File: src/logic/chip8_isa_pkg.sv
package chip8_isa_pkg;

  localparam int OPCODE_W    = 16;
  localparam int ADDR_W      = 12;
  localparam int DATA_W      = 8;
  localparam int NUM_REGS    = 16;
  localparam int REG_IDX_W   = 4;
  localparam int FLAG_REG    = 15;  // VF
  localparam int FONT_STRIDE = 5;   // bytes per glyph

  localparam logic [ADDR_W-1:0] PC_START = 12'h200;

  // decoded operation classes
  typedef enum logic [4:0] {
    op_jp, op_call, op_ret, op_jp_v0,
    op_skip_eq_imm, op_skip_ne_imm, op_skip_eq_reg, op_skip_ne_reg,
    op_ld_imm, op_add_imm, op_alu_reg,
    op_ld_i, op_add_i, op_font_i,
    op_ld_dt, op_set_dt, op_set_st,
    op_skip_key, op_skip_nkey,
    op_bcd, op_store_block, op_load_block,
    op_nop, op_illegal
  } op_e;

  // 8XYN functions
  typedef enum logic [3:0] {
    alu_mov, alu_or, alu_and, alu_xor, alu_add,
    alu_sub, alu_shr, alu_subn, alu_shl
  } alu_op_e;

endpackage

File: src/logic/chip8_sys_pkg.sv
package chip8_sys_pkg;

  // call stack
  localparam int STACK_DEPTH = 16;
  localparam int SP_W        = 4;

  // timer tick every TIMER_DIV core clocks
  localparam int TIMER_DIV   = 200;
  localparam int TIMER_DIV_W = 8;

  typedef enum logic [2:0] {
    st_fetch_hi,
    st_fetch_lo,
    st_execute,
    st_mem_wait,  // one stay per bcd / block transfer
    st_halt
  } ctrl_state_e;

endpackage

File: src/logic/chip8_alu.sv
`timescale 1ns/1ns

module chip8_alu import chip8_isa_pkg::*; (
  input  alu_op_e           op_i,
  input  logic [DATA_W-1:0] a_i,
  input  logic [DATA_W-1:0] b_i,
  output logic [DATA_W-1:0] result_o,
  output logic              flag_o
);

  logic [DATA_W:0] sum;

  assign sum = {1'b0, a_i} + {1'b0, b_i};

  always_comb begin
    result_o = b_i;
    flag_o   = 1'b0;
    case (op_i)
      alu_mov: result_o = b_i;
      alu_or:  result_o = a_i | b_i;
      alu_and: result_o = a_i & b_i;
      alu_xor: result_o = a_i ^ b_i;
      alu_add: begin
        result_o = sum[DATA_W-1:0];
        flag_o   = sum[DATA_W];      // carry
      end
      alu_sub: begin
        result_o = a_i - b_i;
        flag_o   = (a_i >= b_i);     // no borrow
      end
      alu_subn: begin
        result_o = b_i - a_i;
        flag_o   = (b_i >= a_i);
      end
      alu_shr: begin
        result_o = a_i >> 1;
        flag_o   = a_i[0];
      end
      alu_shl: begin
        result_o = a_i << 1;
        flag_o   = a_i[DATA_W-1];
      end
      default: ;
    endcase
  end

endmodule

File: src/logic/chip8_control.sv
`timescale 1ns/1ns

module chip8_control import chip8_isa_pkg::*, chip8_sys_pkg::*; (
  input  logic                 clk_in,
  input  logic                 rst_n_i,
  input  logic [15:0]          keymap_i,
  output logic [OPCODE_W-1:0]  opcode_o,
  input  op_e                  op_i,
  input  alu_op_e              alu_op_i,
  input  logic [REG_IDX_W-1:0] x_i,
  input  logic [REG_IDX_W-1:0] y_i,
  input  logic [DATA_W-1:0]    nn_i,
  input  logic [ADDR_W-1:0]    nnn_i,
  output logic [DATA_W-1:0]    alu_a_o,
  output logic [DATA_W-1:0]    alu_b_o,
  output alu_op_e              alu_op_o,
  input  logic [DATA_W-1:0]    alu_result_i,
  input  logic                 alu_flag_i,
  output logic                 dt_load_o,
  output logic                 st_load_o,
  output logic [DATA_W-1:0]    timer_value_o,
  input  logic [DATA_W-1:0]    delay_i,
  output logic                 bus_req_o,
  output logic                 bus_we_o,
  output logic [ADDR_W-1:0]    bus_addr_o,
  output logic [DATA_W-1:0]    bus_wdata_o,
  input  logic [DATA_W-1:0]    bus_rdata_i,
  input  logic                 bus_done_i,
  output logic                 halted_o
);

  ctrl_state_e          state_q;
  logic [ADDR_W-1:0]    pc_q;
  logic [ADDR_W-1:0]    pc_next;
  logic [SP_W-1:0]      sp_q;
  logic [REG_IDX_W-1:0] cnt_q;    // bcd digit / block register
  logic [OPCODE_W-1:0]  opcode_q;
  logic [ADDR_W-1:0]    i_q;
  logic [DATA_W-1:0]    v_q [NUM_REGS];
  logic [ADDR_W-1:0]    stack_q [STACK_DEPTH];
  logic [DATA_W-1:0]    vx;
  logic [DATA_W-1:0]    vy;
  logic [DATA_W-1:0]    bcd_digit;
  logic                 skip;
  logic                 is_xfer;
  logic                 xfer_last;
  logic                 exec;

  assign opcode_o  = opcode_q;
  assign vx        = v_q[x_i];
  assign vy        = v_q[y_i];
  assign exec      = (state_q == st_execute);
  assign halted_o  = (state_q == st_halt);
  assign is_xfer   = (op_i == op_bcd) || (op_i == op_store_block) || (op_i == op_load_block);
  assign xfer_last = (op_i == op_bcd) ? (cnt_q == REG_IDX_W'(2)) : (cnt_q == x_i);

  // 7XNN borrows the adder but never touches VF
  assign alu_op_o = (op_i == op_add_imm) ? alu_add : alu_op_i;
  assign alu_a_o  = vx;
  assign alu_b_o  = (op_i == op_add_imm) ? nn_i : vy;

  assign dt_load_o     = exec && (op_i == op_set_dt);
  assign st_load_o     = exec && (op_i == op_set_st);
  assign timer_value_o = vx;

  // bus request, fetch uses the pc, transfers walk i + cnt
  assign bus_req_o = (state_q == st_fetch_hi) || (state_q == st_fetch_lo) ||
                     (state_q == st_mem_wait);
  assign bus_we_o  = (state_q == st_mem_wait) && (op_i != op_load_block);

  always_comb begin
    case (state_q)
      st_fetch_hi: bus_addr_o = pc_q;
      st_fetch_lo: bus_addr_o = pc_q + ADDR_W'(1);
      default:     bus_addr_o = i_q + ADDR_W'(cnt_q);
    endcase
  end

  always_comb begin
    case (cnt_q)
      REG_IDX_W'(0): bcd_digit = vx / 8'd100;
      REG_IDX_W'(1): bcd_digit = (vx / 8'd10) % 8'd10;
      default:       bcd_digit = vx % 8'd10;
    endcase
  end

  assign bus_wdata_o = (op_i == op_bcd) ? bcd_digit : v_q[cnt_q];

  always_comb begin
    case (op_i)
      op_skip_eq_imm: skip = (vx == nn_i);
      op_skip_ne_imm: skip = (vx != nn_i);
      op_skip_eq_reg: skip = (vx == vy);
      op_skip_ne_reg: skip = (vx != vy);
      op_skip_key:    skip = keymap_i[vx[REG_IDX_W-1:0]];
      op_skip_nkey:   skip = !keymap_i[vx[REG_IDX_W-1:0]];
      default:        skip = 1'b0;
    endcase
  end

  always_comb begin
    case (op_i)
      op_jp,
      op_call:    pc_next = nnn_i;
      op_ret:     pc_next = stack_q[sp_q - 1'b1] + ADDR_W'(2);  // return past the call
      op_jp_v0:   pc_next = nnn_i + ADDR_W'(v_q[0]);
      op_illegal: pc_next = pc_q;
      default:    pc_next = skip ? pc_q + ADDR_W'(4) : pc_q + ADDR_W'(2);
    endcase
  end

  always_ff @(posedge clk_in or negedge rst_n_i) begin
    if (!rst_n_i) begin
      state_q <= st_fetch_hi;
      pc_q    <= PC_START;
      sp_q    <= '0;
      cnt_q   <= '0;
    end else begin
      case (state_q)
        st_fetch_hi: begin
          if (bus_done_i) state_q <= st_fetch_lo;
        end
        st_fetch_lo: begin
          if (bus_done_i) state_q <= st_execute;
        end
        st_execute: begin
          pc_q  <= pc_next;
          cnt_q <= '0;
          if (op_i == op_call) begin
            sp_q <= sp_q + 1'b1;
          end else if (op_i == op_ret) begin
            sp_q <= sp_q - 1'b1;
          end
          if (op_i == op_illegal) begin
            state_q <= st_halt;
          end else if (is_xfer) begin
            state_q <= st_mem_wait;
          end else begin
            state_q <= st_fetch_hi;
          end
        end
        st_mem_wait: begin
          if (bus_done_i) begin
            cnt_q <= cnt_q + 1'b1;
            if (xfer_last) state_q <= st_fetch_hi;
          end
        end
        default: ;  // halted until reset
      endcase
    end
  end

  always_ff @(posedge clk_in) begin
    if (state_q == st_fetch_hi && bus_done_i) opcode_q[OPCODE_W-1:DATA_W] <= bus_rdata_i;
    if (state_q == st_fetch_lo && bus_done_i) opcode_q[DATA_W-1:0] <= bus_rdata_i;
    if (exec) begin
      case (op_i)
        op_call:    stack_q[sp_q] <= pc_q;
        op_ld_imm:  v_q[x_i] <= nn_i;
        op_add_imm: v_q[x_i] <= alu_result_i;
        op_alu_reg: begin
          v_q[x_i] <= alu_result_i;
          if (alu_op_i != alu_mov) v_q[FLAG_REG] <= alu_flag_i;  // VF last, wins over x = F
        end
        op_ld_dt:   v_q[x_i] <= delay_i;
        op_ld_i:    i_q <= nnn_i;
        op_add_i:   i_q <= i_q + ADDR_W'(vx);
        op_font_i:  i_q <= ADDR_W'(vx) * ADDR_W'(FONT_STRIDE);
        default: ;
      endcase
    end
    if (state_q == st_mem_wait && bus_done_i && op_i == op_load_block) begin
      v_q[cnt_q] <= bus_rdata_i;
    end
  end

endmodule

File: src/logic/chip8_core.sv
`timescale 1ns/1ns

module chip8_core import chip8_isa_pkg::*; (
  input  logic              clk_in,
  input  logic              rst_n_i,
  input  logic [15:0]       keymap_i,
  output logic              wb_cyc_o,
  output logic              wb_stb_o,
  output logic              wb_we_o,
  output logic [ADDR_W-1:0] wb_adr_o,
  output logic [DATA_W-1:0] wb_dat_o,
  input  logic [DATA_W-1:0] wb_dat_i,
  input  logic              wb_ack_i,
  output logic              beep_o,
  output logic              halted_o
);

  logic [OPCODE_W-1:0]  opcode;
  op_e                  op;
  alu_op_e              dec_alu_op;
  alu_op_e              alu_op;
  logic [REG_IDX_W-1:0] x;
  logic [REG_IDX_W-1:0] y;
  logic [DATA_W-1:0]    nn;
  logic [ADDR_W-1:0]    nnn;
  logic [DATA_W-1:0]    alu_a;
  logic [DATA_W-1:0]    alu_b;
  logic [DATA_W-1:0]    alu_result;
  logic                 alu_flag;
  logic                 dt_load;
  logic                 st_load;
  logic [DATA_W-1:0]    timer_value;
  logic [DATA_W-1:0]    delay;
  logic                 bus_req;
  logic                 bus_we;
  logic [ADDR_W-1:0]    bus_addr;
  logic [DATA_W-1:0]    bus_wdata;
  logic [DATA_W-1:0]    bus_rdata;
  logic                 bus_done;

  chip8_control u_control (
    .clk_in        (clk_in),
    .rst_n_i       (rst_n_i),
    .keymap_i      (keymap_i),
    .opcode_o      (opcode),
    .op_i          (op),
    .alu_op_i      (dec_alu_op),
    .x_i           (x),
    .y_i           (y),
    .nn_i          (nn),
    .nnn_i         (nnn),
    .alu_a_o       (alu_a),
    .alu_b_o       (alu_b),
    .alu_op_o      (alu_op),
    .alu_result_i  (alu_result),
    .alu_flag_i    (alu_flag),
    .dt_load_o     (dt_load),
    .st_load_o     (st_load),
    .timer_value_o (timer_value),
    .delay_i       (delay),
    .bus_req_o     (bus_req),
    .bus_we_o      (bus_we),
    .bus_addr_o    (bus_addr),
    .bus_wdata_o   (bus_wdata),
    .bus_rdata_i   (bus_rdata),
    .bus_done_i    (bus_done),
    .halted_o      (halted_o)
  );

  chip8_decoder u_decoder (
    .opcode_i (opcode),
    .op_o     (op),
    .alu_op_o (dec_alu_op),
    .x_o      (x),
    .y_o      (y),
    .nn_o     (nn),
    .nnn_o    (nnn)
  );

  chip8_alu u_alu (
    .op_i     (alu_op),
    .a_i      (alu_a),
    .b_i      (alu_b),
    .result_o (alu_result),
    .flag_o   (alu_flag)
  );

  chip8_timers u_timers (
    .clk_in    (clk_in),
    .rst_n_i   (rst_n_i),
    .dt_load_i (dt_load),
    .st_load_i (st_load),
    .value_i   (timer_value),
    .delay_o   (delay),
    .beep_o    (beep_o)
  );

  chip8_wb_master u_wb_master (
    .clk_in   (clk_in),
    .rst_n_i  (rst_n_i),
    .req_i    (bus_req),
    .we_i     (bus_we),
    .addr_i   (bus_addr),
    .wdata_i  (bus_wdata),
    .rdata_o  (bus_rdata),
    .done_o   (bus_done),
    .wb_cyc_o (wb_cyc_o),
    .wb_stb_o (wb_stb_o),
    .wb_we_o  (wb_we_o),
    .wb_adr_o (wb_adr_o),
    .wb_dat_o (wb_dat_o),
    .wb_dat_i (wb_dat_i),
    .wb_ack_i (wb_ack_i)
  );

endmodule

File: src/logic/chip8_decoder.sv
`timescale 1ns/1ns

module chip8_decoder import chip8_isa_pkg::*; (
  input  logic [OPCODE_W-1:0]  opcode_i,
  output op_e                  op_o,
  output alu_op_e              alu_op_o,
  output logic [REG_IDX_W-1:0] x_o,
  output logic [REG_IDX_W-1:0] y_o,
  output logic [DATA_W-1:0]    nn_o,
  output logic [ADDR_W-1:0]    nnn_o
);

  logic [3:0] top;
  logic [3:0] n;

  assign top   = opcode_i[15:12];
  assign n     = opcode_i[3:0];
  assign x_o   = opcode_i[11:8];
  assign y_o   = opcode_i[7:4];
  assign nn_o  = opcode_i[7:0];
  assign nnn_o = opcode_i[11:0];

  always_comb begin
    op_o     = op_illegal;
    alu_op_o = alu_mov;
    case (top)
      4'h0: op_o = (opcode_i == 16'h00EE) ? op_ret : op_nop;  // other 0NNN fall through
      4'h1: op_o = op_jp;
      4'h2: op_o = op_call;
      4'h3: op_o = op_skip_eq_imm;
      4'h4: op_o = op_skip_ne_imm;
      4'h5: if (n == 4'h0) op_o = op_skip_eq_reg;
      4'h6: op_o = op_ld_imm;
      4'h7: op_o = op_add_imm;
      4'h8: begin
        op_o = op_alu_reg;
        case (n)
          4'h0: alu_op_o = alu_mov;
          4'h1: alu_op_o = alu_or;
          4'h2: alu_op_o = alu_and;
          4'h3: alu_op_o = alu_xor;
          4'h4: alu_op_o = alu_add;
          4'h5: alu_op_o = alu_sub;
          4'h6: alu_op_o = alu_shr;
          4'h7: alu_op_o = alu_subn;
          4'hE: alu_op_o = alu_shl;
          default: op_o = op_illegal;
        endcase
      end
      4'h9: if (n == 4'h0) op_o = op_skip_ne_reg;
      4'hA: op_o = op_ld_i;
      4'hB: op_o = op_jp_v0;
      4'hE: begin
        if (nn_o == 8'h9E) begin
          op_o = op_skip_key;
        end else if (nn_o == 8'hA1) begin
          op_o = op_skip_nkey;
        end
      end
      4'hF: begin
        case (nn_o)
          8'h07: op_o = op_ld_dt;
          8'h15: op_o = op_set_dt;
          8'h18: op_o = op_set_st;
          8'h1E: op_o = op_add_i;
          8'h29: op_o = op_font_i;
          8'h33: op_o = op_bcd;
          8'h55: op_o = op_store_block;
          8'h65: op_o = op_load_block;
          default: ;
        endcase
      end
      default: ;  // C and D groups not supported
    endcase
  end

endmodule

File: src/logic/chip8_timers.sv
`timescale 1ns/1ns

module chip8_timers import chip8_isa_pkg::*, chip8_sys_pkg::*; (
  input  logic              clk_in,
  input  logic              rst_n_i,
  input  logic              dt_load_i,
  input  logic              st_load_i,
  input  logic [DATA_W-1:0] value_i,
  output logic [DATA_W-1:0] delay_o,
  output logic              beep_o
);

  logic [TIMER_DIV_W-1:0] div_q;
  logic [DATA_W-1:0]      delay_q;
  logic [DATA_W-1:0]      sound_q;
  logic                   tick;

  assign tick    = (div_q == TIMER_DIV_W'(TIMER_DIV - 1));
  assign delay_o = delay_q;
  assign beep_o  = (sound_q != '0);

  always_ff @(posedge clk_in or negedge rst_n_i) begin
    if (!rst_n_i) begin
      div_q   <= '0;
      delay_q <= '0;
      sound_q <= '0;
    end else begin
      div_q <= tick ? '0 : div_q + 1'b1;
      if (dt_load_i) begin
        delay_q <= value_i;
      end else if (tick && delay_q != '0) begin
        delay_q <= delay_q - 1'b1;
      end
      if (st_load_i) begin
        sound_q <= value_i;
      end else if (tick && beep_o) begin
        sound_q <= sound_q - 1'b1;
      end
    end
  end

endmodule

File: src/logic/chip8_wb_master.sv
`timescale 1ns/1ns

module chip8_wb_master import chip8_isa_pkg::*; (
  input  logic              clk_in,
  input  logic              rst_n_i,
  input  logic              req_i,
  input  logic              we_i,
  input  logic [ADDR_W-1:0] addr_i,
  input  logic [DATA_W-1:0] wdata_i,
  output logic [DATA_W-1:0] rdata_o,
  output logic              done_o,
  output logic              wb_cyc_o,
  output logic              wb_stb_o,
  output logic              wb_we_o,
  output logic [ADDR_W-1:0] wb_adr_o,
  output logic [DATA_W-1:0] wb_dat_o,
  input  logic [DATA_W-1:0] wb_dat_i,
  input  logic              wb_ack_i
);

  typedef enum logic {wb_idle, wb_busy} wb_state_e;

  wb_state_e state_q;
  logic      start;

  // request is still up while done pulses, so skip that cycle
  assign start = (state_q == wb_idle) && req_i && !done_o;

  always_ff @(posedge clk_in or negedge rst_n_i) begin
    if (!rst_n_i) begin
      state_q  <= wb_idle;
      wb_cyc_o <= 1'b0;
      wb_stb_o <= 1'b0;
      wb_we_o  <= 1'b0;
      done_o   <= 1'b0;
    end else begin
      done_o <= 1'b0;
      if (start) begin
        state_q  <= wb_busy;
        wb_cyc_o <= 1'b1;
        wb_stb_o <= 1'b1;
        wb_we_o  <= we_i;
      end else if (state_q == wb_busy && wb_ack_i) begin
        state_q  <= wb_idle;
        wb_cyc_o <= 1'b0;
        wb_stb_o <= 1'b0;
        wb_we_o  <= 1'b0;
        done_o   <= 1'b1;
      end
    end
  end

  always_ff @(posedge clk_in) begin
    if (start) begin
      wb_adr_o <= addr_i;
      wb_dat_o <= wdata_i;
    end
    if (state_q == wb_busy && wb_ack_i) rdata_o <= wb_dat_i;  // read data on ack
  end

endmodule

File: config.mk
export PLATFORM = sky130hd
export DESIGN_NAME = chip8_core
export DESIGN_NICKNAME = d
export VERILOG_FILES = /design/src/logic/chip8_isa_pkg.sv /design/src/logic/chip8_sys_pkg.sv /design/src/logic/chip8_alu.sv /design/src/logic/chip8_control.sv /design/src/logic/chip8_core.sv /design/src/logic/chip8_decoder.sv /design/src/logic/chip8_timers.sv /design/src/logic/chip8_wb_master.sv
export SDC_FILE = /design/constraint.sdc
export NUM_CORES = 1
export LEC_CHECK = 0
export BUFFER_PORTS_ARGS = -buffer_cell sky130_fd_sc_hd__buf_2
export CAP_MARGIN = 20
export CORE_MARGIN = 2
export CORE_UTILIZATION = 45
export CTS_BUF_LIST = sky130_fd_sc_hd__clkbuf_16
export DETAILED_ROUTE_END_ITERATION = 10
export GPL_TIMING_DRIVEN = 0
export RECOVER_POWER = 25
export SLEW_MARGIN = 20
export SYNTH_ARGS = -nofsm -noshare
export SYNTH_HDL_FRONTEND = slang
export SYNTH_HIERARCHICAL = 1
export SYNTH_SLANG_ARGS = --single-unit
File: constraint.sdc
create_clock -name clk_in -period 6.8 [get_ports clk_in]
set_input_delay 0.34 -clock clk_in [delete_from_list [all_inputs] [get_ports clk_in]]
set_output_delay 0.34 -clock clk_in [all_outputs]
set_load 0.01 [all_outputs]
==> qor.yml, run 1 <==
critical_path:
  cp_data_required_time_ps: 7290
  cp.depth: 25
  cp_top_family: "compound AO/OA/AOI/OAI gates"
  cp_max_fo: 15
  worstSetupEndpointType: "flop"
  cp.buffers_inverters: 4
  crit_type: "reg -> reg"
  slowest_delay_ps: 610
  cp_slowest_cell: "or4b_4"
  start_kind: "flop"
  reg2reg_depth: 25
  crit_arrival_ps: 6990
sta:
  setup_violations: 0
  timing.slew.headroom_pct: -100.6
  finalHoldViolations: 0
  finalCritPeriodShare_pct: 95.64
  hold_ws_ps: 451.9
  min_period_ps: 6504
  finalSetupTns_ps: 0
  skew_ps: 35.26
  tightest_slew_ps: 3010
  fmax_mhz: 153.8
  slew_violations: 51
global_routing:
  grt_pass1_vias: 19520
  grt_pass1_wl_um: 123200
  track_usage_pct: 26.80
  antenna_found_initial: 0
  grt_max_degree: 51
  grt-ovfl-total: 0
floorplanning:
  dieArea_um2: 61500
  core_area_um2: 58910
  core.rowCount: 89
  dieWidth_um: 248.0
  start_util_pct: 45.48
  ioPinCount: 52
  die_y_um: 248.0
finish:
  multiInputGateArea_um2: 13300
  design_area_um2: 30480
  final_common_cell: "edfxtp_1"
  drive_above_1_share_pct: 23.90
  regArea_um2: 12470
  nNetsFinal: 2462
  diodes: 0
  instances_no_fill: 3150
  final_cell_mix: "edfxtp_1, mux4_2, nor2_1"
  n_fill_cell: 4986
  syn2layout_area_growth_pct: 13.79
route:
  num_vias: 20100
  wire_per_inst_um: 25.87
  viasPerCell: 6.382
  drt_iter0_drc: 2515
  finalWirelength_um: 81490
  drc: 0
  ant_nets: 0
  drt_pass1_iterations: 5
run_status:
  violations: "capacitance limit, slew limit"
  status: "finished, violations left"
cts:
  clock-sinks: 426
  cts_buffer_depth: 3
  cts_made_buffers: 47
  h-tree-depth: 2
  cts_tree: "done"
  cts_root_buf: "clkbuf_16"
  clock_latency_ps: 600
  clk_pin_slew_ps: 70
pwr:
  comb_power_share_pct: 29.5
  power_density_nw_per_um2: 286.9
  ir_worst_vdd_v: 0.0001752
  internal_power_mw: 5.907
  clkPwrFrac_pct: 31.5
  seq_power_share_pct: 39.0
  p_leak_nw: 10.93
  p_switching_mw: 2.838
  swShare_pct: 32.45
yosys:
  yosys_warnings: 6
  synth_fp_nets: 2299
  synthTopCellsByArea: "edfxtp_1, mux4_2, dfrtp_1, ha_1, mux2i_1"
  synth_top_area_share_pct: 41.36
  synth_cell_types: 122
  synth_top_cell_by_area: "edfxtp_1"
  yosysSeqAreaShare_pct: 46.56
  synthCells: 2175
  async_flop_share_pct: 11.74
  synthFlopType: "edfxtp_1"
  synth_edf_count: 369
  syn_avg_cell_area_um2: 12.32
  syn_area_um2: 26790
  ys_ff_latch: 426
min_path:
  min_path_type: "in -> reg"
  hold_path_depth: 2
placement:
  place_inst: 3026
  placed_area_um2: 28400
  gp_congestion: 0.9242
  port_buffers: 51
  hpwlAfterDp_um: 59130
run:
  cap_violations: 1
[cells in the mapped netlist, types with 56 or more instances]
cell type / count
mux2i_1: 93
xnor2_1: 63
nor2_1: 179
nand2_1: 138
a21oi_1: 90
inv_1: 67
clkbuf_1: 56
mux4_2: 159
edfxtp_1: 369
ha_1: 90
o21ai_0: 92
[worst paths after layout]
kind | start | endpoint | slack, ps
min in group asynchronous | rst_n_i | u_timers/sound_q[4] | 1350
max in group asynchronous | rst_n_i | u_control/cnt_q[2] | 3730
setup / recovery | u_control/opcode_o[5] | u_control/v_q[15][7] | 300
hold reg to reg | u_timers/div_q[0] | u_timers/div_q[0] | 460
hold / removal | wb_dat_i[0] | u_wb_master/rdata_o[0] | 450
setup reg to reg | u_control/opcode_o[5] | u_control/v_q[15][7] | 300
[power groups by stage]
stage / clock network (mW) / logic, mW / registers [mW]
2_1_floorplan: 0 / 1.79 / 3.36
3_3_place_gp: 0 / 2.47 / 3.45
3_5_place_dp: 0 / 2.51 / 3.47
4_1_cts: 2.80 / 2.54 / 3.41
5_1_grt: 2.91 / 2.77 / 3.44
6_report: 2.75 / 2.58 / 3.41
[metal layers]
metal / global-route usage [%] / wire length (um) / vias to the layer above
met2: 41.45 / 37020 / 997
met4: 8.771 / 2608 / 0
met3: 3.774 / 6339 / 141
li1: - / - / 8794
met5: 0 / 0 / -
met1: 38.98 / 35520 / 10170
[flip-flops by register name, indices dropped and copies added, names as in the netlist, 8 cells and up]
| name | count |
|---|---|
| u_control/i_q | 12 |
| u_control/opcode_o | 16 |
| u_control/pc_q | 12 |
| u_control/stack_q | 192 |
| u_control/v_q | 128 |
| u_timers/delay_o | 8 |
| u_timers/div_q | 8 |
| u_timers/sound_q | 8 |
| u_wb_master/rdata_o | 8 |
| u_wb_master/wb_adr_o | 12 |
| u_wb_master/wb_dat_o | 8 |
[stage by stage]
step / worst slack, ps / total power, mW / utilization (%)
5_1_grt: -3.770 / 9.122 / 51.75
3_5_place_dp: -908.1 / 5.980 / 48.20
2_1_floorplan: 687.4 / 5.143 / -
6_report: 296.2 / 8.745 / 51.75
4_1_cts: 41.96 / 8.754 / 51.34
3_3_place_gp: -1506 / 5.923 / 47.55
[kinds of logic after synthesis]
logic type	synth area share, %
xor gates and xnor gates	2.877
adders and majority gates	4.769
AOI/OAI and AO/OA	11.79
DFF	46.56
buffers and inverters	4.414
muxes	17.91
and+or+nand+nor	11.69
[repair_timing]
item | CTS | global route
endpoints found under the setup margin | 117 | 84
hold buffers | 10 | 0
pin swaps | 0 | 4
resized for setup | 12 | 23
hold endpoints to repair | 59 | 0
setup buffers | 4 | 23
[cell type report]
cell class	count	share of cell area, %
clock inverter	40	1.572
multi-input combinational	1517	43.64
clock buffer	48	3.940
inverter	72	0.9071
buffer	158	3.058
sequential	426	40.92
tap	773	3.173
timing repair buffer	116	2.795
Note: power is estimated with default switching activity, not from simulation.
==> inputs of run 2 (changes only) <==
MAX_ROUTING_LAYER = met4   (was default)
==> run 2 against run 1 <==
  * The flow still finishes with violations (capacitance limit, slew limit)
  * Sequential share of layout area grew 0.24 points
  * Wire length down 1.0%
  * First-iteration DRC count up 2.5%
  * Cell count decreased by 0.22%
  * Via count decreased by 0.97%
  * Hold slack better by 4.2 ps
  * Clock skew fell by 18 ps
  * Final area decreased by 0.59%
  * Highest routed layer unchanged
==> qor.yml, run 2 (synthesis gave the netlist of run 1 again) <==
finish:
  n_fill_cell: 5012  # +0.52%
  regMostFlops: "u_control/stack_q"
  syn2layout_area_growth_pct: 13.12
  largest_reg_flops: 192  # unchanged
  final_cell_mix: "edfxtp_1, mux4_2, nor2_1"
  final_core_util_pct: 51.44  # -0.30 points
  regArea_um2: 12470  # unchanged
  instances_no_fill: 3143  # -0.22%
  drive_above_1_share_pct: 23.63  # -0.27 points
  nNetsFinal: 2455  # -0.28%
  multiInputGateArea_um2: 13320  # +0.14%
  diodes: 0  # unchanged
  final_common_cell: "edfxtp_1"
critical_path:
  worstSetupEndpointType: "flop"
  cp_data_required_time_ps: 7200  # -90 ps
  crit_type: "reg -> reg"
  reg2reg_depth: 26  # +4.0%
  r2r_slack_ps: 310  # +20 ps
  cp_max_fo: 12  # -3
  r2r_end: "u_wb_master/wb_dat_o[2]"
  start_kind: "flop"
  crit_path_end: "u_wb_master/wb_dat_o[2]"
  slowest_delay_ps: 440  # -170 ps
  cp-startpoint: "u_control/opcode_o[9]"
  cp_slowest_cell: "a311oi_4"
  crit_arrival_ps: 6890  # -100 ps
  reg2reg_from: "u_control/opcode_o[9]"
global_routing:
  grt_pass1_vias: 19110  # -2.1%
  track_usage_pct: 27.26  # +0.47 points
  grt_max_degree: 51  # unchanged
  grt_pass1_wl_um: 121400  # -1.4%
  grt-ovfl-total: 0  # unchanged
  antenna_found_initial: 1  # +1
placement:
  place_inst: 3026  # unchanged
  hpwlAfterDp_um: 59010  # -0.19%
  gp_congestion: 0.9526  # +3.1%
  port_buffers: 51  # unchanged
sta:
  fmax_mhz: 154.2  # +0.27%
  skew_ps: 16.89  # -18.36 ps
  finalHoldViolations: 0  # unchanged
  hold_ws_ps: 456.1  # +4.171 ps
  min_period_ps: 6487  # -17.24 ps
  timing.slew.headroom_pct: -94.85  # +5.8 points
  setup_violations: 0  # unchanged
  slew_violations: 51  # unchanged
  tightest_slew_ps: 2923  # -86.89 ps
  finalCritPeriodShare_pct: 95.39  # -0.25 points
cts:
  clock_latency_ps: 590  # about the same
  h-tree-depth: 2  # unchanged
  cts_buffer_depth: 3  # unchanged
  clk_pin_slew_ps: 60  # about the same
  cts_tree: "done"
  cts_made_buffers: 47  # unchanged
  clock-sinks: 426  # unchanged
  cts_root_buf: "clkbuf_16"
floorplanning:
  core.rowCount: 89  # unchanged
  dieArea_um2: 61500  # unchanged
  dieWidth_um: 248.0  # unchanged
  die_y_um: 248.0  # unchanged
  start_util_pct: 45.48  # unchanged
  core_area_um2: 58910  # unchanged
  ioPinCount: 52  # unchanged
min_path:
  min_from: "wb_dat_i[1]"
  hold_path_depth: 2  # unchanged
  min_path_type: "in -> reg"
pwr:
  clkPwrFrac_pct: 29.9  # -1.6 points
  p_switching_mw: 2.820  # -0.64%
  internal_power_mw: 5.692  # -3.6%
  p_leak_nw: 10.83  # -0.95%
  seq_power_share_pct: 40.1  # +1.1 points
  comb_power_share_pct: 30.0  # +0.5 points
  swShare_pct: 33.13  # +0.68 points
  power_density_nw_per_um2: 280.9  # -2.1%
  ir_worst_vdd_v: 0.0002339  # +33%
route:
  drt_iter0_drc: 2579  # +2.5%
  viasPerCell: 6.334  # -0.75%
  ant_nets: 0  # unchanged
  wire_per_inst_um: 25.66  # -0.79%
  finalWirelength_um: 80660  # -1.0%
  drc: 0  # unchanged
  num_vias: 19910  # -0.97%
  drt_pass1_iterations: 6  # +1
run_status:
  status: "finished, violations left"
  violations: "capacitance limit, slew limit"
run:
  cap_violations: 1  # unchanged
## run 2: worst min-delay path by stage
stage                                         to
after floorplan               u_control/cnt_q[0]
after global placement         u_timers/div_q[0]
after detailed placement     u_timers/sound_q[4]
after CTS                    u_timers/delay_o[2]
after global routing      u_wb_master/rdata_o[4]
final                     u_wb_master/rdata_o[1]
## run 2: what timing repair did
item	4_1_cts	5_1_grt
hold endpoints to repair	59	0
setup buffers	1	20
pin swaps	1	1
endpoints found under the setup margin	118	82
gates resized for setup	12	22
hold buffers	10	0
## run 2: metal layers
layer,vias to the layer above,GRT usage [%],routed length (um)
met5,-,-,0
met4,0,8.841,2598
met3,162,4.196,6752
met2,987,40.03,36130
met1,9989,38.86,35180
li1,8769,-,-
## run 2: through the flow
stage	power [mW]	setup TNS (ps)	area, um^2	setup WS (ps)
after floorplan	5.143	0	26790	687.4
after global placement	5.923	-144700	28010	-1488
after detailed placement	5.978	-45310	28390	-818.5
after CTS	8.531	0	30080	41.31
after global routing	8.894	-7.837	30300	-7.837
final	8.511	0	30300	313.5
## run 2: layout make-up
class / instances / area share [%]
inverters: 72 / 0.9125
clock inverters: 39 / 1.061
well taps: 773 / 3.192
plain buffers: 158 / 3.072
clock buffers: 49 / 4.046
repair buffers: 109 / 2.601
flip-flops and latches: 426 / 41.16
multi-input cells: 1517 / 43.96
## run 2: worst max-delay path, delay by kind of cell (launching register included)
kind,cells,cell delay (ps)
AO/OA/AOI/OAI,8,1880
adder cells (fa/ha/maj),3,900
multiplexers,2,530
flip-flops,1,430
AND/OR/NAND/NOR,7,1510
buffers and inverters,6,1040
## run 2: power by group through the flow
stage | clock network [mW] | logic [mW] | registers (mW)
finish | 2.54 | 2.55 | 3.42
global placement | 0 | 2.47 | 3.45
detailed placement | 0 | 2.51 | 3.47
global route | 2.69 | 2.75 | 3.45
CTS | 2.58 | 2.53 | 3.42
floorplan | 0 | 1.79 | 3.36
